<file path="src/rtl/wiscPkg.sv">
// Shared definitions for the 16-bit multicycle teaching core
// Holds the data width, opcode and ALU operation encodings, and the
// instruction word with its four field views
// Compile before any module; modules import it inside their bodies
package wiscPkg;

   localparam int wordW = 16;            // Data and address width

   typedef logic [2:0] regAddrT;         // Index into the eight registers

   typedef enum logic [4:0] {
      HALT  = 5'b00000,
      NOP   = 5'b00001,
      J     = 5'b00100,                  // pc + 2 + disp11
      JR    = 5'b00101,                  // rs + imm8
      ADDI  = 5'b01000,
      SUBI  = 5'b01001,
      XORI  = 5'b01010,
      ANDNI = 5'b01011,
      BEQZ  = 5'b01100,
      BNEZ  = 5'b01101,
      BLTZ  = 5'b01110,
      BGEZ  = 5'b01111,
      RALU  = 5'b11011                   // R-format group, func picks the op
   } opcodeT;

   typedef enum logic [2:0] {
      aluAdd,                            // A + B
      aluSub,                            // B - A
      aluXor,
      aluAndn,                           // A & ~B
      aluPassA                           // Branch test and JR base
   } aluOpT;

   typedef struct packed {
      opcodeT     op;
      regAddrT    rs;
      regAddrT    rd;
      logic [4:0] imm5;
   } iFormT;

   typedef struct packed {
      opcodeT     op;
      regAddrT    rs;
      regAddrT    rt;
      regAddrT    rd;
      logic [1:0] func;
   } rFormT;

   typedef struct packed {
      opcodeT     op;
      regAddrT    rs;
      logic [7:0] imm8;
   } bFormT;

   typedef struct packed {
      opcodeT      op;
      logic [10:0] disp11;
   } jFormT;

   // Same 16 bits, decoded per opcode
   typedef union packed {
      iFormT iForm;
      rFormT rForm;
      bFormT bForm;
      jFormT jForm;
   } instrU;

endpackage

</file>
<file path="src/rtl/alu.sv">
// Combinational ALU for the core
// Add, reverse subtract, xor, and-not, and a pass-through of A
// A is always rs; B is rt or the extended immediate
`timescale 1ns/100ps

module alu (
   input  logic [wiscPkg::wordW-1:0]   inA,
   input  logic [wiscPkg::wordW-1:0]   inB,
   input  wiscPkg::aluOpT              aluOp,
   output logic [wiscPkg::wordW-1:0]   aluOut
);
   import wiscPkg::*;

   always_comb begin
      case (aluOp)
         aluAdd: begin
            aluOut = inA + inB;
         end
         aluSub: begin
            aluOut = inB - inA;           // SUBI and SUB subtract rs
         end
         aluXor: begin
            aluOut = inA ^ inB;
         end
         aluAndn: begin
            aluOut = inA & ~inB;
         end
         default: begin
            aluOut = inA;                 // aluPassA for branch tests and JR
         end
      endcase
   end

endmodule

</file>
<file path="src/rtl/regFile.sv">
// Eight 16-bit architectural registers
// Two combinational read ports for rs and rt, one write port at the clock edge
// All registers clear on reset
`timescale 1ns/100ps

module regFile (
   input  logic                        clk,
   input  logic                        rst,
   input  wiscPkg::regAddrT            rdAddrA,
   input  wiscPkg::regAddrT            rdAddrB,
   output logic [wiscPkg::wordW-1:0]   rdDataA,
   output logic [wiscPkg::wordW-1:0]   rdDataB,
   input  logic                        wrEn,
   input  wiscPkg::regAddrT            wrAddr,
   input  logic [wiscPkg::wordW-1:0]   wrData
);
   import wiscPkg::*;

   logic [wordW-1:0] regs [8];

   always_ff @(posedge clk) begin
      if (rst) begin
         for (int i = 0; i < 8; i++) begin
            regs[i] <= '0;
         end
      end else if (wrEn) begin
         regs[wrAddr] <= wrData;
      end
   end

   // No bypass needed, a write always lands before the next read
   assign rdDataA = regs[rdAddrA];
   assign rdDataB = regs[rdAddrB];

endmodule

</file>
<file path="src/rtl/pcCounter.sv">
// Program counter register
// Starts at resetPc, and on each pcStep strobe either loads the target
// or moves to the next 16-bit word
`timescale 1ns/100ps

module pcCounter #(
   parameter logic [wiscPkg::wordW-1:0] resetPc = '0
) (
   input  logic                        clk,
   input  logic                        rst,
   input  logic                        pcStep,
   input  logic                        pcLoad,
   input  logic [wiscPkg::wordW-1:0]   target,
   output logic [wiscPkg::wordW-1:0]   pc
);
   import wiscPkg::*;

   logic [wordW-1:0] pcNext;

   always_comb begin
      if (pcLoad)
         pcNext = target;                 // Taken branch or jump
      else
         pcNext = pc + wordW'(2);         // Sequential, byte addressed
   end

   always_ff @(posedge clk) begin
      if (rst) begin
         pc <= resetPc;
      end else if (pcStep) begin
         pc <= pcNext;
      end
   end

endmodule

</file>
<file path="src/rtl/execute.sv">
// Execute stage
// Extends the immediate, picks the ALU operands, tests the branch condition
// on the ALU output and adds the branch or jump target
// Result, taken and target are held from the execute cycle into writeback
`timescale 1ns/100ps

module execute (
   input  logic                        clk,
   input  wiscPkg::instrU              instr,
   input  logic [wiscPkg::wordW-1:0]   pc,
   input  logic [wiscPkg::wordW-1:0]   rsData,
   input  logic [wiscPkg::wordW-1:0]   rtData,
   input  wiscPkg::aluOpT              aluOp,
   input  logic                        exLatch,
   output logic [wiscPkg::wordW-1:0]   result,
   output logic                        taken,
   output logic [wiscPkg::wordW-1:0]   target
);
   import wiscPkg::*;

   logic [wordW-1:0] extImm;              // Offset for the ALU and the target adder
   logic [wordW-1:0] operandB;
   logic [wordW-1:0] aluOut;
   logic [wordW-1:0] targetBase;
   logic             useImm;
   logic             isJump;
   logic             branchCond;

   always_comb begin
      extImm     = {{(wordW-5){instr.iForm.imm5[4]}}, instr.iForm.imm5};
      useImm     = 1'b0;
      isJump     = 1'b0;
      branchCond = 1'b0;
      case (instr.iForm.op)
         ADDI, SUBI: useImm = 1'b1;
         XORI, ANDNI: begin
            extImm = {{(wordW-5){1'b0}}, instr.iForm.imm5};   // Logical ops zero extend
            useImm = 1'b1;
         end
         BEQZ, BNEZ, BLTZ, BGEZ: begin
            extImm = {{(wordW-8){instr.bForm.imm8[7]}}, instr.bForm.imm8};
            case (instr.bForm.op)         // ALU passes rs straight through
               BEQZ:    branchCond = ~|aluOut;
               BNEZ:    branchCond = |aluOut;
               BLTZ:    branchCond = aluOut[wordW-1];   // Sign bit set
               default: branchCond = ~aluOut[wordW-1];
            endcase
         end
         JR: begin
            extImm = {{(wordW-8){instr.bForm.imm8[7]}}, instr.bForm.imm8};
            isJump = 1'b1;
         end
         J: begin
            extImm = {{(wordW-11){instr.jForm.disp11[10]}}, instr.jForm.disp11};
            isJump = 1'b1;
         end
         default: ;
      endcase
   end

   assign operandB   = useImm ? extImm : rtData;
   assign targetBase = (instr.iForm.op == JR) ? aluOut : (pc + wordW'(2));

   alu alu_i (
      .inA    (rsData),
      .inB    (operandB),
      .aluOp  (aluOp),
      .aluOut (aluOut)
   );

   always_ff @(posedge clk) begin
      if (exLatch) begin
         result <= aluOut;
         taken  <= branchCond | isJump;
         target <= targetBase + extImm;
      end
   end

endmodule

</file>
<file path="src/rtl/controlFsm.sv">
// Phase sequencer: fetch, execute, writeback, and a halt state
// Owns the instruction register and decodes ALU op, write enable and destination
// Phase controls are single-cycle strobes
`timescale 1ns/100ps

module controlFsm (
   input  logic                        clk,
   input  logic                        rst,
   input  logic [wiscPkg::wordW-1:0]   instrIn,
   output wiscPkg::instrU              instrReg,
   output logic                        exLatch,
   output logic                        wbEn,
   output wiscPkg::regAddrT            wbReg,
   output wiscPkg::aluOpT              aluOp,
   output logic                        pcStep,
   output logic                        halted
);
   import wiscPkg::*;

   localparam logic [1:0] sFetch = 2'd0;
   localparam logic [1:0] sExec  = 2'd1;
   localparam logic [1:0] sWb    = 2'd2;
   localparam logic [1:0] sHalt  = 2'd3;

   logic [1:0] state;
   logic       writesReg;                 // ALU instruction with a destination

   always_ff @(posedge clk) begin
      if (rst) begin
         state <= sFetch;
      end else begin
         case (state)
            sFetch: state <= sExec;
            sExec: begin
               if (instrReg.iForm.op == HALT)
                  state <= sHalt;         // Stops before writeback
               else
                  state <= sWb;
            end
            sWb:     state <= sFetch;
            default: state <= sHalt;      // Held until reset
         endcase
      end
   end

   // Capture the fetched word at the end of the fetch cycle
   always_ff @(posedge clk) begin
      if (state == sFetch) begin
         instrReg <= instrIn;
      end
   end

   always_comb begin
      aluOp     = aluPassA;               // Branches, jumps, NOP, HALT
      writesReg = 1'b0;
      wbReg     = instrReg.iForm.rd;
      case (instrReg.iForm.op)
         ADDI: begin
            aluOp     = aluAdd;
            writesReg = 1'b1;
         end
         SUBI: begin
            aluOp     = aluSub;           // imm - rs
            writesReg = 1'b1;
         end
         XORI: begin
            aluOp     = aluXor;
            writesReg = 1'b1;
         end
         ANDNI: begin
            aluOp     = aluAndn;
            writesReg = 1'b1;
         end
         RALU: begin
            writesReg = 1'b1;
            wbReg     = instrReg.rForm.rd;   // rd moves down in R-format
            case (instrReg.rForm.func)
               2'd0:    aluOp = aluAdd;
               2'd1:    aluOp = aluSub;      // rt - rs
               2'd2:    aluOp = aluXor;
               default: aluOp = aluAndn;
            endcase
         end
         default: ;
      endcase
   end

   assign exLatch = (state == sExec);
   assign wbEn    = (state == sWb) && writesReg;
   assign pcStep  = (state == sWb);       // Every retired instruction moves the pc
   assign halted  = (state == sHalt);

endmodule

</file>
<file path="src/rtl/wiscCore.sv">
// Top level of the multicycle core
// Connects the phase FSM, program counter, register file and execute stage
// Instruction fetch is a plain address out with a combinational word back;
// the write port of the register file is brought out for observation
`timescale 1ns/100ps

module wiscCore #(
   parameter logic [wiscPkg::wordW-1:0] resetPc = '0   // Must be even
) (
   input  logic                        clk,
   input  logic                        rst,
   output logic [wiscPkg::wordW-1:0]   instrAddr,
   input  logic [wiscPkg::wordW-1:0]   instr,
   output logic                        wbEn,
   output wiscPkg::regAddrT            wbReg,
   output logic [wiscPkg::wordW-1:0]   wbData,
   output logic                        halted
);
   import wiscPkg::*;

   instrU            instrReg;
   aluOpT            aluOp;
   logic             exLatch;
   logic             pcStep;
   logic             taken;
   logic [wordW-1:0] target;
   logic [wordW-1:0] rsData;
   logic [wordW-1:0] rtData;

   controlFsm fsm_i (
      .clk      (clk),
      .rst      (rst),
      .instrIn  (instr),
      .instrReg (instrReg),
      .exLatch  (exLatch),
      .wbEn     (wbEn),
      .wbReg    (wbReg),
      .aluOp    (aluOp),
      .pcStep   (pcStep),
      .halted   (halted)
   );

   pcCounter #(.resetPc(resetPc)) pc_i (
      .clk    (clk),
      .rst    (rst),
      .pcStep (pcStep),
      .pcLoad (taken),                    // Taken branch or jump
      .target (target),
      .pc     (instrAddr)                 // Fetch address is the pc itself
   );

   regFile regs_i (
      .clk     (clk),
      .rst     (rst),
      .rdAddrA (instrReg.rForm.rs),       // rs sits at the same bits in every view
      .rdAddrB (instrReg.rForm.rt),
      .rdDataA (rsData),
      .rdDataB (rtData),
      .wrEn    (wbEn),
      .wrAddr  (wbReg),
      .wrData  (wbData)
   );

   execute ex_i (
      .clk     (clk),
      .instr   (instrReg),
      .pc      (instrAddr),
      .rsData  (rsData),
      .rtData  (rtData),
      .aluOp   (aluOp),
      .exLatch (exLatch),
      .result  (wbData),
      .taken   (taken),
      .target  (target)
   );

endmodule

</file>
<file path="config.mk">
export PLATFORM = sky130hd
export DESIGN_NAME = wiscCore
export DESIGN_NICKNAME = d
export VERILOG_FILES = /design/src/rtl/wiscPkg.sv /design/src/rtl/alu.sv /design/src/rtl/regFile.sv /design/src/rtl/pcCounter.sv /design/src/rtl/execute.sv /design/src/rtl/controlFsm.sv /design/src/rtl/wiscCore.sv
export SDC_FILE = /design/constraint.sdc
export NUM_CORES = 1
export LEC_CHECK = 0
export BUFFER_PORTS_ARGS = -buffer_cell sky130_fd_sc_hd__clkbuf_2
export CAP_MARGIN = 10
export CELL_PAD_IN_SITES_DETAIL_PLACEMENT = 0
export CELL_PAD_IN_SITES_GLOBAL_PLACEMENT = 1
export CORE_ASPECT_RATIO = 1.4
export CORE_MARGIN = 3
export CORE_UTILIZATION = 30
export DETAILED_ROUTE_END_ITERATION = 8
export PLACE_DENSITY = 0.55
export SKIP_CTS_REPAIR_TIMING = 1
export SYNTH_ARGS = -nofsm -noshare
export SYNTH_HDL_FRONTEND = slang
export SYNTH_SLANG_ARGS = --single-unit
</file>
<file path="constraint.sdc">
create_clock -name clk -period 6.65 [get_ports clk]
set_input_delay 0.9975 -clock clk [delete_from_list [all_inputs] [get_ports clk]]
set_output_delay 0.9975 -clock clk [all_outputs]
set_load 0.01 [all_outputs]
</file>
==> results by group <==
Setup path
  • Top cell by count, worst path: buf_4
  • CP max FO: 20
  • Cell family with most CP delay: compound AO/OA/AOI/OAI gates
  • Crit path arrival time: 6.54 ns
  • Slowest cell delay on critical path: 0.55 ns
  • Crit. End Element: flop
  • CP bufs+invs: 3
  • Critical Path Slowest Stage Cell: dfxtp_2
  • Worst EP required: 6.93 ns
  • Critical setup path kind: flop to flop
  • CP cell instances: buf_4, buf_4, mux4_1, mux2i_4, and2_1, nand4_1, and2_1, xnor2_1, ha_1, a21o_1, a21o_1, a221o_1, a31oi_1, nor2_1, a41oi_1, o22ai_1, a31oi_1, buf_4, o21ai_0, ha_1, nand3_1, o2111ai_1, a21oi_1, xor3_1
  • Worst setup SP type: flop

Power and ir drop
  • Leak: 5.66 nW
  • Clock Power Share: 29.4%
  • Switch Pwr: 0.00149 W
  • PD cells: 295 mW/mm²
  • Sw Ratio: 34.8%
  • Total power: 0.00429 W
  • Share of total power in combinational logic: 33.6%
  • Worst vdd ir: 0.000175 V
  • Seq pwr share: 37.0%
  • Internal power: 0.00280 W

Yosys
  • Number of synthesized flops with an enable pin: 177
  • Cell accounting for the most synthesized area: edfxtp_1
  • Yosys reg bits: 201
  • Top-area cell type share of the netlist area: 41.3%
  • Syn Area/Cell: 11.4 µm²
  • Top post-synthesis cells by area: edfxtp_1 41%, mux4_2 7.9%, and2_1 6.4%
  • Netlist Area Pre-Place: 0.0129 mm²
  • Post-Syn Nets: 1,195
  • Synth unique cells: 76
  • Ys Warns: 0
  • Most repeated cell in the gate-level netlist after synthesis: edfxtp_1
  • Ys async rst share: 0%
  • Gate Count Post-Synth: 1,129
  • Synth cell count leaders: 177 x edfxtp_1, 131 x and2_1, 97 x nor2_1
  • Seq/Total Area, Yosys: 45.0%
  • Ys flop type: edfxtp_1

Clock network
  • CTS sink count: 201
  • Deepest level of the CTS H-tree: 1
  • Clock transition at path regs: 0.06 ns
  • TritonCTS Buffers: 23
  • CTS tree: built
  • Clock Tree Buf Depth: 3
  • CTS root buf: clkbuf_16
  • Clk_lat worst skew: 0.53 ns

Layout
  • Layout Cells excl Fill: 1,746
  • Diodes inserted: 0
  • Net count, final: 1,251
  • Layout cells sized above 1: 19.4%
  • Area grow syn2layout: 13.3%
  • Post-layout utilization of the core: 34.5%

Timing
  • Max Slew Vio Count: 0
  • Final hold viol count: 0
  • Crit path time final: 6.26 ns
  • Setup violators final: 0
  • Clk_skew: 0.0105 ns
  • Max-slew headroom: 41.1%
  • Setup TNS: 0 ns
  • Final Cycle Share: 94.2%
  • Max Fclk: 160 MHz
  • RSZ-0062 raised after global routing: no
  • Hold slack: 0.475 ns
  • Tightest Pin Transition: 0.884 ns

Global route
  • Total GRT Usage: 17.6%
  • Grt total ovfl: 0
  • Vias in the first global route: 9,584
  • Largest net degree at the start of global routing: 43
  • Initial antenna violation count: 1
  • First-pass GRT wire length: 61,000 µm

Route
  • Final wirelength: 40,900 µm
  • DRT iter0 DRCs: 588
  • Drt pass-1 iters: 7
  • Post-DR wirelength/cell: 23.4 µm
  • Via density: 5.30
  • DRC viols: 0
  • Number of routed nets with antenna violations: 0
  • Vias: 9,256

Hold path
  • HP Class: flop to flop
  • Hold_sp: pc_i.pc[0]$_SDFFE_PP0P_

Run status
  • Status: finished clean

Floorplanning
  • Initial core utilization: 30.4%
  • Die ar.: 0.0455 mm²
  • Die Span Y: 251 µm
  • I/O pin count: 55
  • Core area: 0.0423 mm²
  • Num rows: 89
  • Die width: 181 µm

Place
  • Post-DP HPWL: 28,900 µm
  • Port bufs: 54
  • GPL Wtd Cong: 0.811
  • Placed cells: 1,706

Job
  • Max-Cap Viols: 0
## power by group through the flow
| stage | Sequential (W) | Clock, W | Combinational (W) |
|---|---|---|---|
| after floorplan | 0.00156 | 0 | 0.00104 |
| after global placement | 0.00162 | 0 | 0.00143 |
| after detailed placement | 0.00162 | 0 | 0.00143 |
| after CTS | 0.00159 | 0.00130 | 0.00144 |
| after global routing | 0.00160 | 0.00133 | 0.00158 |
| final | 0.00159 | 0.00126 | 0.00144 |
## placed cells by master (no fill, tap or decap), types with 15 or more instances in the layout
cell type / instances
nand3_1: 16
a21oi_1: 71
mux2_2: 27
and3_1: 15
mux4_1: 16
nand2_1: 54
xnor2_1: 36
edfxtp_1: 177
clkbuf_16: 23
o21ai_0: 42
dfxtp_1: 21
nor2_1: 96
clkbuf_2: 54
and2_1: 131
buf_4: 35
mux4_2: 45
inv_1: 45
mux2i_1: 23
ha_1: 46
## stage by stage
| stage | setup WS, ns | cell area [µm²] |
|---|---|---|
| 2_1_floorplan | 0.407 | 12900 |
| 3_3_place_gp | 0.510 | 13900 |
| 3_5_place_dp | 0.413 | 13900 |
| 4_1_cts | 0.419 | 14600 |
| 5_1_grt | 0.0557 | 14600 |
| 6_report | 0.387 | 14600 |
## sequential cells by signal, summed over array words and instances (netlist names), named ones only
signal          flops
ex_i.result        16
ex_i.taken          1
ex_i.target        16
fsm_i.instrReg     16
fsm_i.state         2
pc_i.pc            16
regs_i.regs       128
## cell type report
cell class                      count  area (µm²)
Timing Repair Buffer               91         564
Inverter                           45         169
Multi-Input combinational cell    823        6650
Sequential cell                   201        5800
Clock inverter                     14         134
Tap cell                          546         683
Clock buffer                       26         587
Fill cell                        4228       27700
## path summary, 6_finish.rpt
check	to	slack (ns)	depth (start not counted)
max reg2reg	ex_i.target[15]$_DFFE_PP_	0.39	24
min	pc_i.pc[0]$_SDFFE_PP0P_	0.47	2
min reg2reg	pc_i.pc[0]$_SDFFE_PP0P_	0.47	2
max	ex_i.target[15]$_DFFE_PP_	0.39	24
## worst reg2reg max path, cell delays in order, from the launching register on
cell and delay, ns:
dfxtp_2 0.55, buf_4 0.36, buf_4 0.27, mux4_1 0.35
mux2i_4 0.35, and2_1 0.19, nand4_1 0.15, and2_1 0.25
xnor2_1 0.13, ha_1 0.33, a21o_1 0.20, a21o_1 0.21
a221o_1 0.37, a31oi_1 0.32, nor2_1 0.08, a41oi_1 0.17
o22ai_1 0.11, a31oi_1 0.18, buf_4 0.17, o21ai_0 0.09
ha_1 0.43, nand3_1 0.11, o2111ai_1 0.19, a21oi_1 0.11
xor3_1 0.34
## cell families after synthesis
logic type      count (synthesis)  synth area share (%)
simple gates                  392                  16.2
compound gates                215                  10.7
flops                         201                  45.0
mux                           115                  15.8
buf+inv                       105                  3.52
xor+xnor                       53                  3.89
fa+ha+maj                      48                  4.78
## metal layers
| metal | routed length (µm) | track usage (%) | vias to the layer above |
|---|---|---|---|
| met5 | 0 | 0 | - |
| met3 | 1820 | 1.61 | 75 |
| li1 | - | - | 4324 |
| met2 | 21100 | 32.1 | 269 |
| met1 | 16600 | 21.8 | 4588 |
| met4 | 1360 | 6.34 | 0 |
No activity file was read; power rests on OpenSTA's default activity.
